--- src/llc_chan_pkg.sv ---
package llc_chan_pkg;

    // Message field widths
    localparam int COH_MSG_W     = 3;
    localparam int HPROT_W       = 1;
    localparam int LINE_ADDR_W   = 28;
    localparam int LINE_W        = 128;
    localparam int CACHE_ID_W    = 4;
    localparam int WORD_OFFSET_W = 2;
    localparam int WORD_MASK_W   = 2;
    localparam int INVACK_CNT_W  = 4;
    localparam int HSIZE_W       = 3;

    typedef logic [COH_MSG_W-1:0]     coh_msg_t;
    typedef logic [HPROT_W-1:0]       hprot_t;
    typedef logic [LINE_ADDR_W-1:0]   line_addr_t;
    typedef logic [LINE_W-1:0]        line_t;
    typedef logic [CACHE_ID_W-1:0]    cache_id_t;
    typedef logic [WORD_OFFSET_W-1:0] word_offset_t;
    typedef logic [WORD_MASK_W-1:0]   word_mask_t;
    typedef logic [INVACK_CNT_W-1:0]  invack_cnt_t;
    typedef logic [HSIZE_W-1:0]       hsize_t;

    // Payload field order, most significant field first

    // Cache and DMA requests
    // {coh_msg, hprot, addr, line, req_id, word_offset, valid_words}
    localparam int REQ_IN_W = COH_MSG_W + HPROT_W + LINE_ADDR_W + LINE_W
                            + CACHE_ID_W + WORD_OFFSET_W + WORD_MASK_W;

    // Coherence responses
    // {coh_msg, addr, line, req_id}
    localparam int RSP_IN_W = COH_MSG_W + LINE_ADDR_W + LINE_W + CACHE_ID_W;

    // Memory responses carry the line only
    localparam int MEM_RSP_W = LINE_W;

    // Cache and DMA responses
    // {coh_msg, addr, line, invack_cnt, req_id, dest_id, word_offset}
    localparam int RSP_OUT_W = COH_MSG_W + LINE_ADDR_W + LINE_W + INVACK_CNT_W
                             + 2 * CACHE_ID_W + WORD_OFFSET_W;

    // Forwards
    // {coh_msg, addr, req_id, dest_id}
    localparam int FWD_OUT_W = COH_MSG_W + LINE_ADDR_W + 2 * CACHE_ID_W;

    // Memory requests, hwrite is a single bit
    // {hwrite, hsize, hprot, addr, line}
    localparam int MEM_REQ_W = 1 + HSIZE_W + HPROT_W + LINE_ADDR_W + LINE_W;

    typedef logic [REQ_IN_W-1:0]  req_in_payload_t;
    typedef logic [RSP_IN_W-1:0]  rsp_in_payload_t;
    typedef logic [MEM_RSP_W-1:0] mem_rsp_payload_t;
    typedef logic [RSP_OUT_W-1:0] rsp_out_payload_t;
    typedef logic [FWD_OUT_W-1:0] fwd_out_payload_t;
    typedef logic [MEM_REQ_W-1:0] mem_req_payload_t;

    // Skid buffer occupancy
    typedef enum logic {
        SKID_EMPTY = 1'b0,
        SKID_HELD  = 1'b1
    } skid_state_t;

endpackage
--- src/skid_buffer.sv ---
`timescale 1ns/100ps

module skid_buffer #(
    parameter int WIDTH = llc_chan_pkg::REQ_IN_W
) (
    input  logic             clk,
    input  logic             rst,
    input  logic             valid_i,
    input  logic             ready_i,
    input  logic [WIDTH-1:0] data_i,
    output logic             ready_o,
    output logic             valid_o,
    output logic [WIDTH-1:0] data_o
);

    logic             capture;
    logic             held;
    logic [WIDTH-1:0] data_held;

    skid_control ctrl (
        .clk       (clk),
        .rst       (rst),
        .valid_i   (valid_i),
        .ready_i   (ready_i),
        .ready_o   (ready_o),
        .valid_o   (valid_o),
        .capture_o (capture),
        .held_o    (held)
    );

    // One entry of payload storage
    always_ff @(posedge clk or negedge rst) begin
        if (!rst) begin
            data_held <= '0;
        end else if (capture) begin
            data_held <= data_i;
        end
    end

    // Bypass while empty
    assign data_o = held ? data_held : data_i;

    // Offered payload must not change under back-pressure
    a_data_stable: assert property (
        @(posedge clk) disable iff (!rst)
        (valid_o && !ready_i) |=> $stable(data_o));

endmodule

--- src/skid_control.sv ---
`timescale 1ns/100ps

module skid_control (
    input  logic clk,
    input  logic rst,
    input  logic valid_i,
    input  logic ready_i,
    output logic ready_o,
    output logic valid_o,
    output logic capture_o,
    output logic held_o
);
    import llc_chan_pkg::*;

    skid_state_t state;
    skid_state_t state_next;

    assign held_o    = (state == SKID_HELD);
    assign ready_o   = !held_o;
    assign valid_o   = valid_i || held_o;
    // Sender accepted but receiver stalled
    assign capture_o = (state == SKID_EMPTY) && valid_i && !ready_i;

    always_comb begin
        state_next = state;
        case (state)
            SKID_EMPTY: begin
                if (capture_o) begin
                    state_next = SKID_HELD;
                end
            end
            SKID_HELD: begin
                if (ready_i) begin
                    state_next = SKID_EMPTY;
                end
            end
            default: state_next = SKID_EMPTY;
        endcase
    end

    always_ff @(posedge clk or negedge rst) begin
        if (!rst) begin
            state <= SKID_EMPTY;
        end else begin
            state <= state_next;
        end
    end

    // Stalled sender keeps its message offered
    a_sender_holds_valid: assert property (
        @(posedge clk) disable iff (!rst)
        (valid_i && !ready_o) |=> valid_i);

    // Offered message stays valid until the receiver takes it
    a_held_valid_stable: assert property (
        @(posedge clk) disable iff (!rst)
        (valid_o && !ready_i) |=> valid_o);

endmodule

--- config.mk ---
export PLATFORM = sky130hd
export DESIGN_NAME = skid_buffer
export DESIGN_NICKNAME = d
export VERILOG_FILES = /design/src/llc_chan_pkg.sv /design/src/skid_buffer.sv /design/src/skid_control.sv
export SDC_FILE = /design/constraint.sdc
export NUM_CORES = 1
export LEC_CHECK = 0
export BUFFER_PORTS_ARGS = -buffer_cell sky130_fd_sc_hd__clkbuf_2
export CAP_MARGIN = 20
export CORE_MARGIN = 2
export CORE_UTILIZATION = 51
export CTS_BUF_LIST = sky130_fd_sc_hd__clkbuf_8
export DETAILED_ROUTE_END_ITERATION = 8
export MAX_ROUTING_LAYER = met4
export PLACE_DENSITY = 0.92
export SYNTH_ARGS = -nofsm -noshare
export SYNTH_HDL_FRONTEND = slang
export SYNTH_SLANG_ARGS = --single-unit
--- constraint.sdc ---
create_clock -name clk -period 3.92 [get_ports clk]
set_input_delay 0.588 -clock clk [delete_from_list [all_inputs] [get_ports clk]]
set_output_delay 0.588 -clock clk [all_outputs]
set_load 0.03 [all_outputs]
* After elaboration in Yosys (flattened, before gate mapping) *
Cells that the tools add are included.
W data, S select, Z words.

word-level totals
  output and inout port bits = 170
  flip-flop bits (word level) = 169
  input bits = 172
  logic and storage cells = 12

cells by class
  bitwise operators = 1
  mux-type cells = 4
  reductions and logical operators = 5

operators with widths
  kind                 number
  $mux W168            1
  $logic_and A1 B1 Y1  2
  $logic_not A1 Y1     2
  $mux W1              2
  $pmux W1 S2          1
  $logic_or A1 B1 Y1   1
  $not A1 Y1           1

* Logic depth before layout (Yosys ltp) *
  depth in word-level cells = 5
  depth in mapped cells = 5
  depth with buffers taken out = 2

* By module *
Synthesis repeated with hierarchy kept, for this count alone.

second synthesis, totals
  cells, all modules = 547
  area total of the unflattened synthesis = 9176.3 um2

modules (own cells, without submodules)
  module        seq. area each (um2)  cells each  instances  area an instance (um2)
  skid_buffer   4204.0                542         1          9123.8
  skid_control  25.0                  5           1          52.6

* Worst setup path after synthesis *
Ideal clock, no wire load.

  kind = register to output
  start = register ctrl.state, in the netlist ctrl.held_o
  end = output port data_o[100]
  stages on the path, launching flop included = 5
  path slack = 1973 ps
  path buffers = 3
  data required time = 3332 ps
  data arrival time = 1359 ps
  cell sequence = dfrtp_1 > buf_2 > clkbuf_1 > buf_2 > mux2_2

on the way
  cells in the longest elaborated chain, start to end = 1

ends and longest elaborated chain
  what                      line                text
  start: declaration        skid_control.sv:15  skid_state_t state;
  start signal: assignment  skid_control.sv:45  state <= state_next;
  $mux W168                 skid_buffer.sv:41   assign data_o = held ? data_held : data_i;
  end: declaration          skid_buffer.sv:13   output logic [WIDTH-1:0] data_o

Every way passes these cells.

* Worst setup path after layout *
  start = register ctrl.state, in the netlist ctrl.held_o
  end = output port data_o[158]

The elaborated chain is that of the path after synthesis.

==> out/results.txt <==
The logs give 0.269 mV for the peak ir drop on the vdd network and 212 for the number of DRC violations after detailed-routing iteration 0. For the initial antenna violation count, the log shows 0. The total non-filler cell area in the finished layout was 10,600 um2; the final sum of negative setup slack was 0 ps. The slowest stage of the critical path is the dfrtp_4 cell.

Summing all placed instances gives a cell area of 10,100 um2. The tool flagged a number of max-cap violations equal to 0. The tools report the area of all sequential standard cells as 4230 um2. For the worst setup path, the data arrival time is 2470 ps. The power share of the clock group was 25.3%; the net count of the mapped netlist was 718.

The pin count of the biggest net entering global routing is 85. Synthesis produced a netlist whose cell count is 546. The final-report max-slew violation count was 0; the share of cells above drive strength 1 was 80.9%.

Net switching is 33.4% of the power. The run gives 52.2% as the initial cell density of the core. Of all nets on the critical path, the largest fanout is 65. In this run, distinct cell masters in the synthesized netlist total 11. The final number of hold-violating endpoints is 0, and the timing-limited maximum frequency is 0.327 GHz.

The logs give 15,900 um2 for the core outline area and 0 for the remaining design rule violation count. Detailed placement finished with a half-perimeter wire length of 13,900 um. The die outline width is 131 um. The logs give 66.5% for the core utilization of the finished layout and 46 for the site row count.

For this block, the routed nets add up to 18,800 um of wire. After the last flow step, the layout net total stands at 1,047. Counting the buffers created by CTS gives 17. The area of the die was 17,300 um2. Clock-pin slew was measured on the worst setup and hold paths at 90 ps. For this run the aggregate overflow at the end of global routing stands at 0. Yosys printed 0 warnings. Across all layers, the routed design uses 5,730 vias.

The setup check on the worst reg-to-reg path leaves a slack of 1700 ps. The worst setup path is launched from a register. The number of cells traversed by the worst register-to-register path is 3, and the total power density per cell area is 481 nW/um2.

Leaving out fill and tap cells, the most frequent cell in the layout is clkbuf_2. TritonCTS sink count: 169. TritonCTS built the clock tree. At the worst endpoint, the required time is 3330 ps.

The tools report the total leakage power as 0.00495 uW. Synthesis inferred 169 register bits. For the switching power summed over all nets, the log shows 1700 uW. The clock period minus worst slack is 3060 ps, and the detail-routed net length per standard cell is 17.1 um.

For the antenna cell count, the log shows 0. Leaving out fill and tap cells, the most frequent cells in the layout are clkbuf_2, mux2_2, dfrtp_1, clkbuf_8. The share of the Yosys chip area taken by registers is 51.0%.

The detail route stage leaves a number of antenna-violating nets equal to 0. The critical path class is reg -> out. The first global-routing pass estimated 30,700 um of wire.

The run gives 440 ps as the clock network latency to the later pin of the worst-skew pair. The height of the chip is 131 um, and the number of buffers added for setup after CTS is 0. The delay of the slowest cell on the worst path is 990 ps, and the worst-case clock skew is 8.56 ps. Walking the worst path, the cells encountered are buf_12 -> mux2_2 -> clkbuf_2. Dividing the final minimum period by the clock period gives 77.9%.

The via count normalized by instance count was 5.19; the post-synthesis area per instance was 15.2 um2. The count of H-tree levels built during CTS was 4; the global router's overall resource usage was 22.6%. The I/O pin count came out at 342. Of the total power, registers draw 44.4%. In this run the deepest clock path goes through 2 buffers. For this design, the CTS-stage hold fixing added 0 buffers. The tree is rooted in a clkbuf_8. After layout, the design draws a total of 5080 uW.

The multi-input combinational cells in the finished layout cover a total of 3810 um2. The tools report the via count of the first global-routing pass as 6,165. Internal power comes to 3380 uW.

The tightest min-delay check is of the in -> async type. Headroom to the max-slew limit came out at 44.4%. The source of the worst register-to-register timing path is ctrl.held_o. The tools report the critical path capture point type as an output port. The run gives 0 as the setup violation total in the final timing report. Setup repair after global routing left no endpoint under its margin. The tools report the critical register-to-register path endpoint as data_held[93].

The logs give 30.3% for the combinational cell fraction of total power and 8290 um2 for the cell area after synthesis. From synthesis to final layout, the design area changed by 27.4%. The congestion estimate from routability-driven global placement came to 0.814. The first-pass detailed-route iteration total was 4; the number of resized instances in the post-cts repair step was 0. The number of inserted filler cells in the final layout is 1,145, and the number of buffers inserted by port buffering is 341.

For the pin with the worst max-slew slack, the measured transition is 834 ps. The run finished with clean final reports.
[worst max-delay path by stage]
stage | depth (start not counted) | to | startpoint
final | 3 | data_o[158] | ctrl.held_o
after global routing | 3 | data_o[158] | ctrl.held_o
after CTS | 3 | data_o[158] | ctrl.held_o
after detailed placement | 3 | data_o[158] | ctrl.held_o
after global placement | 3 | data_o[158] | ctrl.held_o
after floorplan | 4 | data_o[100] | ctrl.held_o
[layer usage]
layer	vias up	GRT usage, %	routed length [um]
met3	24	4.59	1010
met5	-	-	0
li1	2657	-	-
met2	216	39.2	9860
met4	0	6.46	294
met1	2833	26.7	7660
[layout make-up]
class / count / area share, %
well taps: 216 / 2.56
clock buffers: 19 / 2.48
inverters: 1 / 0.0355
repair buffers: 347 / 17.2
multi-input cells: 339 / 36.1
flip-flops and latches: 169 / 40.1
clock inverters: 13 / 1.48
[per-stage QoR]
step	setup slack [ps]	instances	hold WS, ps
floorplan	1970	546	292
global placement	1360	1072	483
detailed placement	1340	1072	490
CTS	813	1104	64.0
global route	725	1104	84.7
finish	864	1104	69.9
[registers in the layout (all words and copies together) (netlist names)]
signal,cells
ctrl.held_o,1
data_held,168
[power by group through the flow]
stage | sequential, uW | clock (uW) | combinational [uW]
finish | 2250 | 1280 | 1540
detailed placement | 2290 | 0 | 1550
CTS | 2250 | 1330 | 1560
floorplan | 2210 | 0 | 1160
global route | 2300 | 1410 | 1640
global placement | 2260 | 0 | 1520
[critical path, delay by kind of cell, from the launching register on]
kind,cells,cell delay (ps)
buffers and inverters,2,580
DFF,1,990
muxes,1,400
[synth_stat cells]
cell        n  share of area, %
buf_1       7              0.32
buf_2      15              0.91
buf_4       4              0.36
buf_6      10               1.4
clkbuf_1    1             0.045
dfrtp_1   169                51
inv_1       1             0.045
mux2_2    336                46
nor2b_1     1             0.076
nor3b_2     1              0.15
or2_2       1             0.076
[logic make-up after synthesis]
kind of cell	count (synthesis)	synth area share (%)
multiplexers	336	45.6
flip-flops	169	51.0
buffers and inverters	38	3.03
AND/OR/NAND/NOR	3	0.302
(Power assumes the default switching activity.)
